## src/bip_pkg.sv

```systemverilog
package bip_pkg;

    // ====================
    // Word and field widths
    // ====================

    // Instruction and data word width.
    localparam int NB_DATA    = 16;
    // Upper field of an instruction.
    localparam int NB_OPCODE  = 5;
    // Lower field of an instruction.
    localparam int NB_OPERAND = 11;

    // One data or instruction word.
    typedef logic [NB_DATA-1:0] bip_word_t;

    // ====================
    // Instruction encoding
    // ====================

    // Opcodes of the accumulator machine.
    typedef enum logic [NB_OPCODE-1:0] {
        op_hlt  = 5'd0,
        op_sto  = 5'd1,
        op_ld   = 5'd2,
        op_ldi  = 5'd3,
        op_add  = 5'd4,
        op_addi = 5'd5,
        op_sub  = 5'd6,
        op_subi = 5'd7
    } bip_opcode_t;

    // | 15 opcode 11 | 10 operand 0 |
    typedef struct packed {
        bip_opcode_t             opcode;
        logic [NB_OPERAND-1:0]   operand;
    } bip_instr_t;

    // Decoded controls, only nonzero in the exec cycle.
    typedef struct packed {
        logic wr_acc;
        logic sel_imm;
        logic sel_alu;
        logic sub;
        logic wr_mem;
    } bip_ctrl_t;

    // Fetch/execute sequencer states.
    typedef enum logic [1:0] {
        st_idle,
        st_fetch,
        st_exec,
        st_halt
    } bip_state_t;

endpackage

```

## src/bip_datapath.sv

```systemverilog
`timescale 1ns/1ps

module bip_datapath (
    input  logic                              i_clock,
    input  logic                              i_reset,
    input  bip_pkg::bip_ctrl_t                i_ctrl,
    input  logic [bip_pkg::NB_OPERAND-1:0]    i_operand,
    input  bip_pkg::bip_word_t                i_mem_rdata,
    output bip_pkg::bip_word_t                o_acc
);

    import bip_pkg::*;

    // Bits added above the operand by sign extension.
    localparam int NB_EXT = NB_DATA - NB_OPERAND;

    // ====================
    // Internal signals
    // ====================

    // Accumulator register.
    bip_word_t acc;
    // Sign-extended immediate.
    bip_word_t imm;
    // Second operand, immediate or memory.
    bip_word_t operand_b;
    // Add or subtract result.
    bip_word_t alu_result;
    // Value offered to the accumulator.
    bip_word_t acc_next;

    // ====================
    // Operand select
    // ====================

    // Operand bit 10 fills the upper bits.
    assign imm = {{NB_EXT{i_operand[NB_OPERAND-1]}}, i_operand};

    // LDI/ADDI/SUBI use the immediate.
    // LD/ADD/SUB use the memory word.
    assign operand_b = i_ctrl.sel_imm ? imm : i_mem_rdata;

    // ====================
    // Add/subtract unit
    // ====================

    // Both wrap modulo 2^16.
    always_comb begin
        if (i_ctrl.sub) begin
            alu_result = acc - operand_b;
        end else begin
            alu_result = acc + operand_b;
        end
    end

    // Loads bypass the adder.
    assign acc_next = i_ctrl.sel_alu ? alu_result : operand_b;

    // ====================
    // Accumulator
    // ====================

    // Written at the end of exec when wr_acc is set.
    always_ff @(posedge i_clock) begin
        if (i_reset) begin
            acc <= '0;
        end else if (i_ctrl.wr_acc) begin
            acc <= acc_next;
        end
    end

    // Also the store data for STO.
    assign o_acc = acc;

endmodule

```

## config.mk

```make
export PLATFORM = sky130hd
export DESIGN_NAME = bip_datapath
export DESIGN_NICKNAME = d
export VERILOG_FILES = /design/src/bip_pkg.sv /design/src/bip_datapath.sv
export SDC_FILE = /design/constraint.sdc
export NUM_CORES = 1
export LEC_CHECK = 0
export BUFFER_PORTS_ARGS = -buffer_cell sky130_fd_sc_hd__clkbuf_2
export CAP_MARGIN = 0
export CORE_MARGIN = 4
export CORE_UTILIZATION = 45
export DETAILED_ROUTE_END_ITERATION = 10
export PLACE_DENSITY = 0.69
export SKIP_CTS_REPAIR_TIMING = 1
export SYNTH_ARGS = -nofsm -noshare
export SYNTH_HDL_FRONTEND = slang
export SYNTH_SLANG_ARGS = --single-unit
```

## constraint.sdc

```tcl
create_clock -name i_clock -period 6.96 [get_ports i_clock]
set_clock_uncertainty 0.1 [all_clocks]
set_input_delay 0.348 -clock i_clock [delete_from_list [all_inputs] [get_ports i_clock]]
set_output_delay 0.348 -clock i_clock [all_outputs]
set_load 0.01 [all_outputs]
```

==> results of run 1 <==
[path summary, 6_finish.rpt]
kind | from | end | slack (ns) | depth (start not counted)
setup / recovery | i_ctrl[3] | o_acc[15] | 3.03 | 15
hold reg to reg | o_acc[5] | o_acc[5] | 0.40 | 2
hold / removal | o_acc[5] | o_acc[5] | 0.40 | 2
setup reg to reg | o_acc[0] | o_acc[14] | 4.03 | 11
[power breakdown]
part           internal (µW)  switching (µW)
Combinational            102             126
Sequential               102            9.36
Clock                   38.4            33.1
[layout by cell type, fill, tap and decap left out, types with 4 or more instances in the layout]
master,instances
nor3b_1,4
xnor2_1,13
nand2_1,15
ha_1,16
xor2_1,16
o22ai_1,4
mux2i_1,16
a21o_1,9
o21ai_0,16
inv_1,8
nor2_1,38
a21oi_1,19
nor3_1,13
clkbuf_2,48
nand2b_1,4
a211oi_1,6
dfxtp_1,16
[through the flow]
| stage | hold WS (ns) | cells | instance area, µm² | total power, µW |
|---|---|---|---|---|
| 5_1_grt | 0.4354 | 353 | 2293 | 446.1 |
| 4_1_cts | 0.3971 | 353 | 2293 | 413.1 |
| 3_3_place_gp | 0.3835 | 350 | 2252 | 336.5 |
| 6_report | 0.3989 | 353 | 2293 | 410.8 |
| 3_5_place_dp | 0.3866 | 350 | 2252 | 339.9 |
| 2_1_floorplan | 0.4040 | 263 | 2001 | 286.7 |
[cell families (layout without fill, tap and decap cells)]
| family | after synthesis | in the layout | synth area share |
|---|---|---|---|
| xor+xnor | 30 | 30 | 0.1351 |
| mux | 16 | 16 | 0.08005 |
| simple gates | 88 | 88 | 0.2251 |
| compound gates | 77 | 77 | 0.2489 |
| fa+ha+maj | 17 | 17 | 0.1101 |
| flops | 16 | 16 | 0.1601 |
| buf+inv | 19 | 59 | 0.04065 |
[layout make-up]
type                    count  share of cell area
inverters                   8             0.01309
well taps                  50             0.02728
flip-flops and latches     16              0.1397
multi-input cells         228              0.6972
repair buffers             48              0.1047
clock buffers               3             0.01800
[critical path: stages]
cell	delay, ns
clkbuf_2	0.52
mux2i_1	0.46
ha_1	0.26
o21ai_0	0.12
nor3_1	0.22
nor2_1	0.08
xor2_1	0.16
ha_1	0.39
nand2_1	0.12
o21ba_2	0.23
or3b_2	0.46
o211ai_1	0.14
a21oi_1	0.12
xnor2_1	0.14
a211oi_2	0.20
[layer usage]
layer  global-route usage  vias up  part of all wire
met4              0.03557        0            0.0046
li1                     -     1039                 -
met2               0.2761       59              0.40
met1               0.2842      855              0.53
met3              0.02136        2             0.064
met5                    0        -                 0
==> results.sh, run 1 <==
export IMPL_path_clk_slew_ns=0.07
export IMPL_gr_total_overflow=0
export IMPL_rsz0062_at_grt="false"
export IMPL_ioPinCount=50
export IMPL_synth_top_area_frac=0.1601
export IMPL_num_rows=23
export IMPL_largest_register_ffs=16
export IMPL_max_clock_freq_mhz=254.5
export IMPL_cts_tree="yes"
export IMPL_synth_edf_count=0
export IMPL_tightest_slew_ns=0.6841
export IMPL_yosysMostFrequentCell="nor2_1"
export IMPL_n_fill_cell=433
export IMPL_antenna_found_initial=0
export IMPL_die_y_um=74.68
export IMPL_synth_commonest_cells="nor2_1, a21oi_1"
export IMPL_ys_seq_elements=16
export IMPL_cp_required_ns=7.03
export IMPL_grtUsageTotal=0.1846
export IMPL_ys_top_cells_by_area="dfxtp_1, ha_1, mux2i_1"
export IMPL_crit_arrival_ns=4.00
export IMPL_cts_max_level=1
export IMPL_synth_nets=314
export IMPL_setup_viol=0
export IMPL_cts_root_buf="clkbuf_8"
export IMPL_critPathKind="in -> reg"
export IMPL_num_vias=1955
export IMPL_drive_gt1_frac=0.2046
export IMPL_synth_cells=263
export IMPL_min_period_ns=3.930
export IMPL_fin_tns_setup_ns=0
export IMPL_ir_drop_mv=0.09134
export IMPL_die_area_um2=5576
export IMPL_drv_cap=0
export IMPL_period_share=0.5646
export IMPL_final_core_util=0.5534
export IMPL_core_area_um2=4144
export IMPL_synth_ff_type="dfxtp_1"
export IMPL_hold_viol_final=0
export IMPL_n_antenna_cell=0
export IMPL_start_util=0.4828
export IMPL_port_buffers=48
export IMPL_fin_ws_ns=3.030
export IMPL_cts_path_max_buffers=2
export IMPL_gp_congestion=0.8750
export IMPL_grt_start_max_net_pins=34
export IMPL_clock_sinks=16
export IMPL_nets=356
export IMPL_power_density_nw_per_um2=179.1
export IMPL_netlist_area_um2=2001
export IMPL_wl_per_cell_um=13.69
export IMPL_via_per_inst=5.538
export IMPL_detail_route_first_pass_iterations=4
export IMPL_min_path_type="reg -> reg"
export IMPL_crit_fanout=33
export IMPL_avgSynthCellArea_um2=7.607
export IMPL_clk_latency_ns=0.25
export IMPL_drcViolationCount=0
export IMPL_p_leak_uw=0.001096
export IMPL_cp_start_kind="primary input"
export IMPL_yosys_area_top_type="dfxtp_1"
export IMPL_die_width_um=74.68
export IMPL_seq_area_frac_synth=0.1601
export IMPL_ys_warnings_count=0
export IMPL_grt_pass1_vias=1795
export IMPL_relSlewSlack=0.5439
export IMPL_drt_total_wl_um=4832
export IMPL_ys_async_sr_fraction=0
export IMPL_ant_nets=0
export IMPL_numCtsBuffers=3
export IMPL_dp_slack_ns=2.793
export IMPL_multi_input_area_um2=1599
export IMPL_slew_violations=0
export IMPL_status="completed"
export IMPL_grt_pass1_wl_um=8286
export IMPL_endpoint_kind="flip-flop"
export IMPL_dp_hpwl_um=3935
export IMPL_syn_to_final_growth_pct=14.63
export IMPL_ys_types=49
export IMPL_seq_area_um2=320.3
export IMPL_drt_initial_drc_count=88
No activity file was read; power rests on OpenSTA's default activity.
==> run 2, diff against run 1 <==
clock period = 4 ns   (was 6.96 ns; I/O delays follow)
==> run 2 against run 1 <==
  * Die area unchanged
  * Final area is 0.98% higher
  * Via count up 0.20%
  * Sequential share of layout area shrank 0.14 points
  * Non-clock buffer count increased by 3
  * Routed wire length is 1.7% higher
  * Combinational power up 76%
  * Clock power rose by 76%
  * Register-to-register slack got worse by 2.9 ns
  * Worst setup slack got worse by 2.4 ns
  * Hold slack got worse by 0.089 ns
  * Critical path type unchanged
  * Critical endpoint is now o_acc[14]
  * Largest cell class unchanged
  * Highest routed layer unchanged
==> results.sh, run 2 (synthesis results as in run 1) <==
export IMPL_n_antenna_cell=0
export IMPL_die_area_um2=5576
export IMPL_endpoint_kind="flip-flop"
export IMPL_wl_met2_um=2014
export IMPL_min_period_ns=3.394
export IMPL_critPathKind="in -> reg"
export IMPL_hold_viol_final=0
export IMPL_dp_hpwl_um=3987
export IMPL_die_y_um=74.68
export IMPL_multi_input_area_um2=1599
export IMPL_die_width_um=74.68
export IMPL_setup_viol=0
export IMPL_ioPinCount=50
export IMPL_stdcell_area_um2=2316
export IMPL_num_vias=1959
export IMPL_detail_route_first_pass_iterations=4
export IMPL_numCtsBuffers=3
export IMPL_syn_to_final_growth_pct=15.76
export IMPL_gp_congestion=0.8804
export IMPL_grt_pass1_vias=1821
export IMPL_tightest_slew_ns=0.5375
export IMPL_max_clock_freq_mhz=294.6
export IMPL_netSwitchingPower_uw=296.8
export IMPL_slew_violations=0
export IMPL_cts_path_max_buffers=2
export IMPL_seq_area_um2=320.3
export IMPL_nets=359
export IMPL_cts_tree="yes"
export IMPL_dpl_cell_area_um2=2275
export IMPL_cp_start_kind="primary input"
export IMPL_p_leak_uw=0.001111
export IMPL_drive_gt1_frac=0.2124
export IMPL_drv_cap=0
export IMPL_top_layer="met4"
export IMPL_grt_start_max_net_pins=29
export IMPL_rsz0062_at_grt="false"
export IMPL_grtUsageTotal=0.1920
export IMPL_via_per_inst=5.503
export IMPL_grt_pass1_wl_um=8535
export IMPL_drt_initial_drc_count=163
export IMPL_largest_register_ffs=16
export IMPL_port_buffers=48
export IMPL_crit_arrival_ns=3.46
export IMPL_cp_required_ns=4.07
export IMPL_fin_tns_setup_ns=0
export IMPL_period_share=0.8486
export IMPL_cts_max_level=1
export IMPL_cts_root_buf="clkbuf_8"
export IMPL_min_path_type="in -> reg"
export IMPL_power_density_nw_per_um2=311.7
export IMPL_start_util=0.4828
export IMPL_drt_total_wl_um=4915
export IMPL_drt_met1_wl_um=2568
export IMPL_p_sw_frac=0.4111
export IMPL_clock_sinks=16
export IMPL_ant_nets=0
export IMPL_gr_total_overflow=0
export IMPL_wl_met3_um=301
export IMPL_most_common_layout_cells="clkbuf_2, nor2_1, a21oi_1"
export IMPL_crit_fanout=19
export IMPL_n_fill_cell=399
export IMPL_p_comb_frac=0.557
export IMPL_ir_drop_mv=0.1196
export IMPL_antenna_found_initial=0
export IMPL_clkPwrFrac=0.175
export IMPL_path_clk_slew_ns=0.07
export IMPL_p_int_uw=425.1
export IMPL_wl_per_cell_um=13.81
export IMPL_final_common_cell="clkbuf_2"
export IMPL_clk_latency_ns=0.25
export IMPL_drcViolationCount=0
export IMPL_status="completed"
export IMPL_num_rows=23
export IMPL_relSlewSlack=0.6379
export IMPL_core_area_um2=4144
export IMPL_p_seq_frac=0.268
-- run 2: changes by cell type in the layout (fill, tap and decap cells not counted), sizes merged --
cell	change
buf	+3
-- run 2: layer usage --
| metal | global-route usage | vias up |
|---|---|---|
| met5 | 0 | - |
| met4 | 0.03557 | 0 |
| met3 | 0.02136 | 2 |
| met2 | 0.2927 | 62 |
| met1 | 0.2923 | 861 |
| li1 | - | 1034 |
-- run 2: power groups by stage --
stage          Combinational, µW  Sequential, µW  Clock, µW
2_1_floorplan                296             203          0
3_3_place_gp                 394             196          0
3_5_place_dp                 398             197          0
4_1_cts                      401             194        131
5_1_grt                      451             196        135
6_report                     402             193        126
-- run 2: metrics by stage --
step                      utilization  setup slack [ns]  power [µW]  std cells  hold WS [ns]
after global routing           0.5589            0.3328       782.9        356        0.3592
final                          0.5589            0.6056       721.9        356        0.3104
after detailed placement       0.5489            0.3493       595.4        353        0.3897
after floorplan                     -            0.4949       498.9        263        0.2981
after CTS                      0.5589            0.6159       725.1        356        0.3124
after global placement         0.5489            0.3983       590.0        353        0.3835
-- run 2: layout make-up --
cell class | instances | share of cell area
Tap cell | 50 | 0.02701
Clock buffer | 3 | 0.01783
Sequential cell | 16 | 0.1383
Inverter | 8 | 0.01297
Timing Repair Buffer | 51 | 0.1135
Multi-Input combinational cell | 228 | 0.6904
-- run 2: path summary, 6_finish.rpt --
| check | start | to | slack (ns) | cells after the start |
|---|---|---|---|---|
| worst max register to register | o_acc[0] | o_acc[14] | 1.14 | 11 |
| worst min register to register | o_acc[5] | o_acc[5] | 0.40 | 2 |
| worst min-delay path | i_mem_rdata[15] | o_acc[15] | 0.31 | 5 |
| worst max-delay path | i_ctrl[3] | o_acc[14] | 0.61 | 15 |
-- run 2: worst max-delay path, stage by stage --
cell      delay (ns)
clkbuf_2        0.31
buf_4           0.29
nor3b_4         0.24
nor2_1          0.08
nor2_1          0.17
nor2_1          0.07
xor2_1          0.15
ha_1            0.24
a211oi_1        0.35
o21bai_1        0.13
a21oi_1         0.24
o21ai_0         0.22
a221oi_1        0.40
xor2_1          0.12
o31ai_1         0.23
