## src/bip_pkg.sv

```systemverilog
package bip_pkg;

    // ====================
    // Word and field widths
    // ====================

    // Instruction and data word width.
    localparam int NB_DATA    = 16;
    // Upper field of an instruction.
    localparam int NB_OPCODE  = 5;
    // Lower field of an instruction.
    localparam int NB_OPERAND = 11;

    // One data or instruction word.
    typedef logic [NB_DATA-1:0] bip_word_t;

    // ====================
    // Instruction encoding
    // ====================

    // Opcodes of the accumulator machine.
    typedef enum logic [NB_OPCODE-1:0] {
        op_hlt  = 5'd0,
        op_sto  = 5'd1,
        op_ld   = 5'd2,
        op_ldi  = 5'd3,
        op_add  = 5'd4,
        op_addi = 5'd5,
        op_sub  = 5'd6,
        op_subi = 5'd7
    } bip_opcode_t;

    // | 15 opcode 11 | 10 operand 0 |
    typedef struct packed {
        bip_opcode_t             opcode;
        logic [NB_OPERAND-1:0]   operand;
    } bip_instr_t;

    // Decoded controls, only nonzero in the exec cycle.
    typedef struct packed {
        logic wr_acc;
        logic sel_imm;
        logic sel_alu;
        logic sub;
        logic wr_mem;
    } bip_ctrl_t;

    // Fetch/execute sequencer states.
    typedef enum logic [1:0] {
        st_idle,
        st_fetch,
        st_exec,
        st_halt
    } bip_state_t;

endpackage

```

## src/bip_control.sv

```systemverilog
`timescale 1ns/1ps

module bip_control #(
    parameter int N_INSN = 2048
) (
    input  logic                              i_clock,
    input  logic                              i_reset,
    input  logic                              i_start,
    input  bip_pkg::bip_instr_t               i_instr,
    input  logic                              i_load_we,
    output logic [$clog2(N_INSN)-1:0]         o_imem_addr,
    output logic                              o_imem_enable,
    output logic                              o_imem_we,
    output bip_pkg::bip_ctrl_t                o_ctrl,
    output logic [bip_pkg::NB_OPERAND-1:0]    o_operand,
    output logic                              o_retire,
    output logic                              o_halt,
    output logic [$clog2(N_INSN)-1:0]         o_pc
);

    import bip_pkg::*;

    // PC width.
    localparam int NB_PC = $clog2(N_INSN);

    // ====================
    // Internal signals
    // ====================

    bip_state_t        state;
    bip_state_t        state_next;
    logic [NB_PC-1:0]  pc;
    logic              retire;
    // Core not running, so loading and starting are allowed.
    logic              stopped;
    logic              start_ok;
    logic              is_hlt;
    bip_ctrl_t         ctrl;

    assign stopped  = (state == st_idle) || (state == st_halt);
    assign start_ok = i_start && stopped;
    assign is_hlt   = (i_instr.opcode == op_hlt);

    // ====================
    // Sequencer
    // ====================

    // Fetch and exec alternate; one instruction in flight.
    always_comb begin
        state_next = state;
        case (state)
            st_idle, st_halt: begin
                if (i_start) begin
                    state_next = st_fetch;
                end
            end
            st_fetch: state_next = st_exec;
            st_exec:  state_next = is_hlt ? st_halt : st_fetch;
            default:  state_next = st_idle;
        endcase
    end

    always_ff @(posedge i_clock) begin
        if (i_reset) begin
            state <= st_idle;
        end else begin
            state <= state_next;
        end
    end

    // Start clears the PC.
    // It steps once per instruction, at the end of exec.
    always_ff @(posedge i_clock) begin
        if (i_reset || start_ok) begin
            pc <= '0;
        end else if (state == st_exec) begin
            pc <= pc + NB_PC'(1);
        end
    end

    // Retire pulse lands in the cycle after exec.
    always_ff @(posedge i_clock) begin
        if (i_reset) begin
            retire <= 1'b0;
        end else begin
            retire <= (state == st_exec);
        end
    end

    // ====================
    // Decoder
    // ====================

    // Controls stay zero outside exec.
    // Unused opcodes fall through as no-ops.
    always_comb begin
        ctrl = '0;
        if (state == st_exec) begin
            case (i_instr.opcode)
                op_sto:  ctrl.wr_mem = 1'b1;
                op_ld:   ctrl.wr_acc = 1'b1;
                op_ldi: begin
                    ctrl.wr_acc  = 1'b1;
                    ctrl.sel_imm = 1'b1;
                end
                op_add: begin
                    ctrl.wr_acc  = 1'b1;
                    ctrl.sel_alu = 1'b1;
                end
                op_addi: begin
                    ctrl.wr_acc  = 1'b1;
                    ctrl.sel_alu = 1'b1;
                    ctrl.sel_imm = 1'b1;
                end
                op_sub: begin
                    ctrl.wr_acc  = 1'b1;
                    ctrl.sel_alu = 1'b1;
                    ctrl.sub     = 1'b1;
                end
                op_subi: begin
                    ctrl.wr_acc  = 1'b1;
                    ctrl.sel_alu = 1'b1;
                    ctrl.sel_imm = 1'b1;
                    ctrl.sub     = 1'b1;
                end
                default: ctrl = '0;
            endcase
        end
    end

    // ====================
    // Outputs
    // ====================

    assign o_imem_addr   = pc;
    assign o_imem_enable = (state == st_fetch);
    // Program load only reaches memory while stopped.
    assign o_imem_we     = i_load_we && stopped;
    assign o_ctrl        = ctrl;
    assign o_operand     = i_instr.operand;
    assign o_retire      = retire;
    assign o_halt        = (state == st_halt);
    assign o_pc          = pc;

endmodule

```

## config.mk

```make
export PLATFORM = sky130hd
export DESIGN_NAME = bip_control
export DESIGN_NICKNAME = d
export VERILOG_FILES = /design/src/bip_pkg.sv /design/src/bip_control.sv
export SDC_FILE = /design/constraint.sdc
export NUM_CORES = 1
export LEC_CHECK = 0
export ABC_AREA = 1
export BUFFER_PORTS_ARGS = -buffer_cell sky130_fd_sc_hd__clkbuf_2
export CAP_MARGIN = 15
export CELL_PAD_IN_SITES_DETAIL_PLACEMENT = 2
export CELL_PAD_IN_SITES_GLOBAL_PLACEMENT = 2
export CORE_UTILIZATION = 18
export CTS_CLUSTER_SIZE = 25
export DETAILED_ROUTE_END_ITERATION = 8
export PLACE_DENSITY_LB_ADDON = 0.1
export SLEW_MARGIN = 40
export SYNTH_ARGS = -nofsm -noshare
export SYNTH_HDL_FRONTEND = slang
export SYNTH_SLANG_ARGS = --single-unit
```

## constraint.sdc

```tcl
create_clock -name i_clock -period 1.3 [get_ports i_clock]
set_input_delay 0.195 -clock i_clock [delete_from_list [all_inputs] [get_ports i_clock]]
set_output_delay 0.195 -clock i_clock [all_outputs]
set_load 0.05 [all_outputs]
```

==> results.json, run 1 <==
{
  "use_met3": 0.0271,
  "cts.sinks": 14,
  "synthAdderAreaFrac": 0.0668,
  "clock_power_share": 0.351,
  "p_sw_frac": 0.312,
  "yosys.area.top_type": "dfxtp_1",
  "hold_path.class": "in -> reg",
  "dp_hpwl_um": 2140,
  "dp.cells": 223,
  "clock.fmax_mhz": 564,
  "slew_headroom": 0.802,
  "crit_required_ns": 1.11,
  "cp_slowest_cell": "or3_4",
  "end_kind": "output port",
  "dieArea_um2": 5500,
  "fillCellCount": 597,
  "io_buffers": 39,
  "cts_buffer_depth": 2,
  "grt_busiest_layer": "met2",
  "critPathBufInv": 3,
  "cp_max_fo": 5,
  "r2r_slack_ns": -0.01,
  "worstMarginPinSlew_ns": 0.298,
  "synthesis.area_um2": 937,
  "power_density_nw_per_um2": 881,
  "cts_tree": "built",
  "setup_ws_ns": -0.472,
  "finalWirelength_um": 2890,
  "path_depth": 6,
  "antenna_left": 0,
  "die_x_um": 74.2,
  "avgSynthCellArea_um2": 6.99,
  "final_cells": 229,
  "initial_core_util": 0.192,
  "cts_hold_buf": 0,
  "synthCells": 134,
  "synth_top_family_by_area": "simple AND/OR/NAND/NOR gates",
  "numCtsBuffers": 3,
  "synth_compound_area_frac": 0.0814,
  "rr_worst_depth": 7,
  "antenna_found_initial": 0,
  "yosysTopAreaCellShare": 0.299,
  "rows": 25,
  "met1_usage": 0.124,
  "worstSetupEndpoint": "o_ctrl[1]",
  "synth_mux_area_frac": 0,
  "drive_gt1_frac": 0.580,
  "ir_drop_mv": 0.328,
  "fin_nets": 188,
  "diodes": 0,
  "status": "finished, violations left",
  "hp-start": "i_reset",
  "switching_power_uw": 401,
  "clkLatencyLatePin_ns": 0.25,
  "drt_iter0_markers": 26,
  "use_met2": 0.184,
  "avgRoutedWirePerCell_um": 12.6,
  "final_core_util": 0.299,
  "finalCritPeriodShare": 1.36,
  "drv_slew": 0,
  "crit_path_start": "state[0]$_SDFFE_PP0P_",
  "design.core.area_um2": 4880,
  "p_comb_frac": 0.301,
  "skew_ns": 0.00642,
  "critical_path.max_stage_delay_ns": 0.38,
  "tns_ns": -2.14,
  "vias": 938,
  "remaining_drc_errors": 0,
  "chipHeight_um": 74.2,
  "overflow": 0,
  "finalWeightedCongestion": 0.719,
  "yosys.area_share.xor_xnor": 0.00935,
  "period_minus_slack_ns": 1.77,
  "grt_pass1_wl_um": 4460,
  "r2r_end": "o_imem_addr[0]$_SDFFE_PP0P_",
  "timing.max_cap.violations": 0,
  "syn2layout_area_growth_pct": 55.7,
  "drt_first_pass_iters": 4,
  "yosys.area_share.simple": 0.292,
  "arrival_ns": 1.58,
  "rsz0062_at_grt": "yes",
  "io_pins": 62,
  "setup_viol_count_final": 10,
  "grt_start_max_net_pins": 11,
  "synthDistinctLibCells": 17,
  "violations": "setup timing",
  "clk_pin_slew_ns": 0.06,
  "grt_usage": 0.109,
  "grt_pass1_vias": 978,
  "p_leak_nw": 0.611,
  "synth_nets": 159,
  "ys_ff_latch": 14,
  "crit_chain": "inv_2 -> ha_4 -> inv_4 -> or3_4 -> nor3b_4 -> buf_8",
  "via_per_inst": 4.10,
  "finalHoldViolCount": 0,
  "power_frac_seq": 0.348,
  "synth_area_leaders": "dfxtp_1 30%, buf_4 18%, nor2_1 10%, nand2_1 8.8%, ha_1 6.7%",
  "ys_seq_area_frac": 0.299,
  "r2r-start": "state[0]$_SDFFE_PP0P_",
  "htreeDepth": 1,
  "cp-start-kind": "register",
  "cp_top_family": "simple AND/OR/NAND/NOR gates",
  "critPathKind": "reg -> out",
  "root_buffer": "clkbuf_8",
  "synth_warnings": 0,
  "p_int_uw": 884
}
## worst reg2reg max path, cell delays in order, from the launching register on
cell and delay [ns]:
dfxtp_2 0.33, inv_2 0.04, ha_4 0.24, buf_6 0.13
a21oi_4 0.20, buf_12 0.16, o21ai_2 0.05, nor2_1 0.09
## power by group through the flow
| stage | Clock (mW) | Sequential [mW] | Combinational, mW |
|---|---|---|---|
| 6_report | 0.450 | 0.447 | 0.387 |
| 5_1_grt | 0.491 | 0.449 | 0.421 |
| 4_1_cts | 0.466 | 0.446 | 0.334 |
| 3_5_place_dp | 0 | 0.456 | 0.269 |
| 3_3_place_gp | 0 | 0.455 | 0.263 |
| 2_1_floorplan | 0 | 0.468 | 0.253 |
## final cells by class
cell class | count | area [um^2] | share of cell area
Tap cell | 67 | 83.8 | 0.0575
Multi-Input combinational cell | 82 | 581 | 0.398
Sequential cell | 14 | 294 | 0.202
Timing Repair Buffer | 47 | 379 | 0.260
Clock buffer | 4 | 55.1 | 0.0377
Inverter | 15 | 66.3 | 0.0455
## metrics by stage
step | worst slack [ns] | total power, mW | area [um^2] | hold WS [ns]
6_report | -0.472 | 1.28 | 1460 | 0.192
5_1_grt | -0.547 | 1.36 | 1460 | 0.197
4_1_cts | -0.518 | 1.25 | 1340 | 0.192
3_5_place_dp | -0.320 | 0.725 | 1140 | 0.390
3_3_place_gp | -0.291 | 0.718 | 1140 | 0.390
2_1_floorplan | -0.452 | 0.721 | 983 | 0.257
## how the worst min path moves through the flow
stage	slack, ns	endpoint	cells past startpoint
after CTS	0.19	state[1]$_SDFFE_PP0P_	2
after global placement	0.39	o_operand[2]	0
final	0.19	state[1]$_SDFFE_PP0P_	2
after floorplan	0.26	state[1]$_SDFFE_PP0P_	1
after detailed placement	0.39	o_operand[2]	0
after global routing	0.20	state[1]$_SDFFE_PP0P_	2
## synthesized netlist by cell type
cell type and number:
nor2_1 25, buf_4 22, nand2_1 22, dfxtp_1 14, inv_1 14, nand3_1 11
a21oi_1 8, ha_1 5, o21ai_0 4, nor3b_2 2, a211oi_1 1, a21oi_2 1
buf_6 1, inv_4 1, nor2_2 1, or3_4 1, xnor2_1 1
## state kept, by name, summed over array words and instances, names as in the netlist
name / cells
state: 2
o_imem_addr: 11
o_retire: 1
## cells in the final DEF (no fill, tap or decap), types with 2 or more instances in the layout
cell	count
a21oi_2	3
nor3b_4	2
nand3_1	10
clkbuf_2	31
inv_1	10
nor2_2	8
nor2_4	3
inv_4	2
clkbuf_8	4
o21ai_2	3
nand2_1	18
inv_2	2
nor2_1	15
dfxtp_4	2
nand2_4	2
a21oi_1	5
buf_4	5
nand2_2	2
dfxtp_2	5
dfxtp_1	7
ha_4	3
buf_8	7
clkbuf_16	2
## kinds of logic after synthesis
family                     after synthesis
adders and majority gates                5
AOI/OAI and AO/OA                       14
and+or+nand+nor                         62
xor gates and xnor gates                 1
buffers and inverters                   38
DFF                                     14
## timing repair
item                                   CTS  global route
endpoints found under the hold margin    0             0
cloned                                   0             1
resized for setup                       26            40
pin swaps                                2            12
setup buffers                            3             2
setup endpoints to repair                8            20
## per-layer routing
metal | vias to the layer above | share of wire
met5 | - | 0
met4 | 0 | 0.028
met3 | 16 | 0.050
met2 | 23 | 0.49
met1 | 440 | 0.43
li1 | 459 | -
No activity file was read; power rests on OpenSTA's default activity.
==> run 2, diff against run 1 <==
==> constraint.sdc (replaced) <==
create_clock -name i_clock -period 1.3 [get_ports i_clock]
set_input_delay 0 -clock i_clock [delete_from_list [all_inputs] [get_ports i_clock]]
set_output_delay 0 -clock i_clock [all_outputs]
set_load 0.05 [all_outputs]
==> results.json, run 2 (synthesized netlist as in run 1, its figures left out) <==
{
  "antenna_left": 0,
  "io_buffers": 39,
  "final_cell_mix": "32 x clkbuf_2, 22 x nand2_1, 19 x nor2_1",
  "finalHoldViolCount": 0,
  "crit_chain": "inv_2 -> ha_4 -> inv_4 -> or3_4 -> nor3b_4 -> buf_8",
  "cp_max_fo": 5,
  "clock.fmax_mhz": 637,
  "switching_power_uw": 339,
  "timing.max_cap.violations": 0,
  "dp.cells": 222,
  "final_cells": 227,
  "violations": "setup timing",
  "met1_usage": 0.126,
  "fin_area_um2": 1280,
  "die_x_um": 74.2,
  "fillCellCount": 604,
  "remaining_drc_errors": 0,
  "use_met3": 0.0217,
  "grt_start_max_net_pins": 11,
  "clkLatencyLatePin_ns": 0.25,
  "drv_slew": 0,
  "p_leak_nw": 0.575,
  "ir_drop_mv": 0.392,
  "avgRoutedWirePerCell_um": 12.0,
  "critical_path.max_stage_delay_ns": 0.38,
  "power_frac_seq": 0.389,
  "dieArea_um2": 5500,
  "arrival_ns": 1.57,
  "skew_ns": 0.00625,
  "largest_reg_flops": 11,
  "power_density_nw_per_um2": 894,
  "cts.sinks": 14,
  "cp_slowest_cell": "or3_4",
  "drt_first_pass_iters": 3,
  "fin_nets": 186,
  "rsz0062_at_grt": "yes",
  "clock_power_share": 0.378,
  "crit_required_ns": 1.30,
  "period_minus_slack_ns": 1.57,
  "slew_headroom": 0.768,
  "clk_pin_slew_ns": 0.06,
  "p_int_uw": 809,
  "root_buffer": "clkbuf_8",
  "via_per_inst": 3.96,
  "multiInputGateArea_um2": 484,
  "cp-start-kind": "register",
  "rows": 25,
  "r2r_slack_ns": 0.10,
  "worstMarginPinSlew_ns": 0.346,
  "grt_pass1_vias": 955,
  "diodes": 0,
  "design.core.area_um2": 4880,
  "dp_hpwl_um": 2160,
  "drive_gt1_frac": 0.444,
  "initial_core_util": 0.192,
  "cts_tree": "built",
  "p_sw_frac": 0.295,
  "status": "finished, violations left",
  "finalWeightedCongestion": 0.726,
  "placed_area_um2": 1140,
  "cts_buffer_depth": 2,
  "numCtsBuffers": 3,
  "overflow": 0,
  "syn2layout_area_growth_pct": 37.0,
  "drt_iter0_markers": 16,
  "setup_viol_count_final": 5,
  "setup_ws_ns": -0.270,
  "htreeDepth": 1,
  "final_common_cell": "clkbuf_2",
  "finalCritPeriodShare": 1.21,
  "critPathKind": "reg -> out",
  "hold_path.class": "in -> out",
  "p_comb_frac": 0.233,
  "finalWirelength_um": 2730,
  "chipHeight_um": 74.2,
  "vias": 898,
  "seq_area_um2": 294,
  "use_met2": 0.177,
  "grt_pass1_wl_um": 4380,
  "pre_cts_slack_ns": -0.123,
  "antenna_found_initial": 0,
  "grt_usage": 0.106,
  "grt_busiest_layer": "met2",
  "end_kind": "output port",
  "io_pins": 62
}
[run 2: cell count changes in the layout (fill, tap and decap cells not counted), sizes merged]
cell | previous run | this run
buf | 14 | 11
dlygate4sd3 | 0 | 1
[run 2: area by class of cell]
cell class	count	area share
inverters	15	0.0458
well taps	67	0.0653
clock buffers	4	0.0429
flip-flops and latches	14	0.229
multi-input cells	82	0.377
repair buffers	45	0.240
[run 2: worst paths after layout]
path | startpoint | endpoint | depth (start not counted)
worst max-delay path | state[0]$_SDFFE_PP0P_ | o_ctrl[3] | 6
worst min-delay path | i_instr[1] | o_operand[1] | 0
worst max register to register | state[0]$_SDFFE_PP0P_ | o_imem_addr[9]$_SDFFE_PP0P_ | 8
worst min register to register | o_imem_addr[3]$_SDFFE_PP0P_ | o_imem_addr[3]$_SDFFE_PP0P_ | 2
[run 2: metal layers]
| metal | share of wire | vias to the layer above |
|---|---|---|
| met5 | 0 | - |
| met4 | 0.041 | 0 |
| met3 | 0.045 | 18 |
| met2 | 0.48 | 26 |
| met1 | 0.44 | 406 |
| li1 | - | 448 |
[run 2: critical path, delay by kind of cell (launching register included)]
| family | cells | cell delay [ns] |
|---|---|---|
| and+or+nand+nor | 2 | 0.60 |
| DFF | 1 | 0.32 |
| adders and majority gates | 1 | 0.14 |
| buffers and inverters | 3 | 0.26 |
[run 2: timing repair]
item | in CTS | in global routing
pin swaps | 0 | 2
hold endpoints to repair | 3 | 0
setup endpoints to repair | 5 | 11
resized for setup | 10 | 15
buffers inserted | 0 | 0
hold buffers | 1 | 0
[run 2: power by group through the flow]
stage,clock [mW],combinational (mW),sequential [mW]
3_3_place_gp,0,0.261,0.455
2_1_floorplan,0,0.253,0.468
5_1_grt,0.471,0.299,0.448
4_1_cts,0.461,0.272,0.446
3_5_place_dp,0,0.267,0.456
6_report,0.434,0.268,0.447
[run 2: per-stage QoR]
stage          hold slack, ns  setup TNS (ns)  power [mW]   util
2_1_floorplan          0.0617           -1.03       0.721      -
3_3_place_gp         0.000341          -0.173       0.716  0.233
3_5_place_dp         0.000341          -0.236       0.723  0.233
4_1_cts              0.000341           -1.21        1.18  0.255
5_1_grt             0.0000866           -1.44        1.22  0.263
6_report            0.0000184           -1.08        1.15  0.263
==> run 3, diff against run 2 <==
CORE_UTILIZATION = 19   (was 18)
CTS_BUF_LIST = sky130_fd_sc_hd__clkbuf_8   (was default)
==> results.json, run 3 (synthesized netlist as in run 1, its figures left out) <==
{
  "status": "finished, violations left",
  "violations": "setup timing",
  "avgRoutedWirePerCell_um": 12.0,
  "setup_viol_count_final": 5,
  "clkLatencyLatePin_ns": 0.25,
  "end_kind": "output port",
  "p_leak_nw": 0.573,
  "crit_required_ns": 1.30,
  "rows": 25,
  "antenna_found_initial": 0,
  "finalCritPeriodShare": 1.21,
  "chipHeight_um": 72.2,
  "die_x_um": 72.2,
  "final_cell_mix": "32 x clkbuf_2, 22 x nand2_1, 17 x nor2_1",
  "r2r_slack_ns": 0.10,
  "finalWirelength_um": 2720,
  "skew_ns": 0.00819,
  "io_pins": 62,
  "drv_slew": 0,
  "via_per_inst": 4.07,
  "r2r-start": "state[0]$_SDFFE_PP0P_",
  "io_buffers": 39,
  "period_minus_slack_ns": 1.57,
  "arrival_ns": 1.57,
  "clock.fmax_mhz": 635,
  "cts_tree": "built",
  "dieArea_um2": 5220,
  "root_buffer": "clkbuf_8",
  "rsz0062_at_grt": "yes",
  "antenna_left": 0,
  "crit_path_start": "state[0]$_SDFFE_PP0P_",
  "pre_cts_slack_ns": -0.119,
  "grt_start_max_net_pins": 11,
  "cts_buffer_depth": 2,
  "dp_hpwl_um": 2150,
  "vias": 925,
  "drive_gt1_frac": 0.463,
  "grt_usage": 0.111,
  "finalHoldViolCount": 0,
  "setup_ws_ns": -0.275,
  "cts.sinks": 14,
  "power_density_nw_per_um2": 903,
  "fin_nets": 186,
  "rr_worst_depth": 6,
  "critPathKind": "reg -> out",
  "ir_drop_mv": 0.337,
  "hold_path.class": "in -> out",
  "overflow": 0,
  "cp-start-kind": "register",
  "timing.max_cap.violations": 0,
  "placed_area_um2": 1140,
  "numCtsBuffers": 3,
  "drt_iter0_markers": 17,
  "diodes": 0,
  "grt_pass1_vias": 964,
  "remaining_drc_errors": 0,
  "clk_pin_slew_ns": 0.06,
  "design.core.area_um2": 4720,
  "syn2layout_area_growth_pct": 37.4,
  "r2r_end": "o_imem_addr[2]$_SDFFE_PP0P_",
  "cp_max_fo": 5,
  "finalWeightedCongestion": 0.650,
  "slew_headroom": 0.759,
  "fin_area_um2": 1290,
  "largest_reg_flops": 11,
  "worstSetupEndpoint": "o_ctrl[1]",
  "worstMarginPinSlew_ns": 0.359,
  "initial_core_util": 0.198,
  "drt_first_pass_iters": 3,
  "final_common_cell": "clkbuf_2",
  "grt_pass1_wl_um": 4380,
  "htreeDepth": 1
}
==> run 3: worst min-delay path by stage <==
stage	start	to	slack, ns	depth (start not counted)
after floorplan	i_reset	state[1]$_SDFFE_PP0P_	0.06	1
after global placement	i_instr[1]	o_operand[1]	0.0006	0
after detailed placement	i_instr[1]	o_operand[1]	0.0006	0
after CTS	i_instr[1]	o_operand[1]	0.0006	0
after global routing	i_instr[5]	o_operand[5]	0.00008	0
final	i_instr[1]	o_operand[1]	0.00002	0
==> run 3: metrics by stage <==
step | utilization | power (mW) | cells | TNS (ns) | hold WS (ns)
4_1_cts | 0.267 | 1.19 | 228 | -1.24 | 0.000589
5_1_grt | 0.273 | 1.22 | 227 | -1.41 | 0.0000794
3_5_place_dp | 0.241 | 0.723 | 222 | -0.257 | 0.000589
6_report | 0.273 | 1.16 | 227 | -1.11 | 0.0000174
2_1_floorplan | - | 0.721 | 134 | -1.03 | 0.0617
3_3_place_gp | 0.241 | 0.717 | 222 | -0.178 | 0.000589
==> run 3: repair_timing <==
item	4_1_cts	5_1_grt
gates resized for setup	12	16
endpoints found under the hold margin	3	0
endpoints found under the setup margin	5	14
pin swaps	1	3
hold buffers	1	0
setup buffers	1	0
==> run 3: critical path, cell delays in order (launching register included) <==
cell	delay [ns]
dfxtp_2	0.32
inv_2	0.06
ha_4	0.14
inv_4	0.03
or3_4	0.38
nor3b_4	0.22
buf_8	0.17
==> run 3: per-layer routing <==
layer,track usage,vias up,wire [um]
li1,-,450,-
met1,0.126,442,1130
met2,0.194,25,1400
met3,0.0236,8,137
met4,0.0588,0,51
met5,0,-,0
==> run 3: final cells by class <==
cell class,instances,area (um^2)
Fill cell,562,3440
Multi-Input combinational cell,82,488
Timing Repair Buffer,45,308
Sequential cell,14,294
Tap cell,67,83.8
Inverter,15,58.8
Clock buffer,4,55.1
==> run 3: where the power goes <==
group	internal, mW	switching (mW)
Clock	0.268	0.175
Combinational	0.104	0.170
Sequential	0.438	0.00796
Total	0.810	0.352
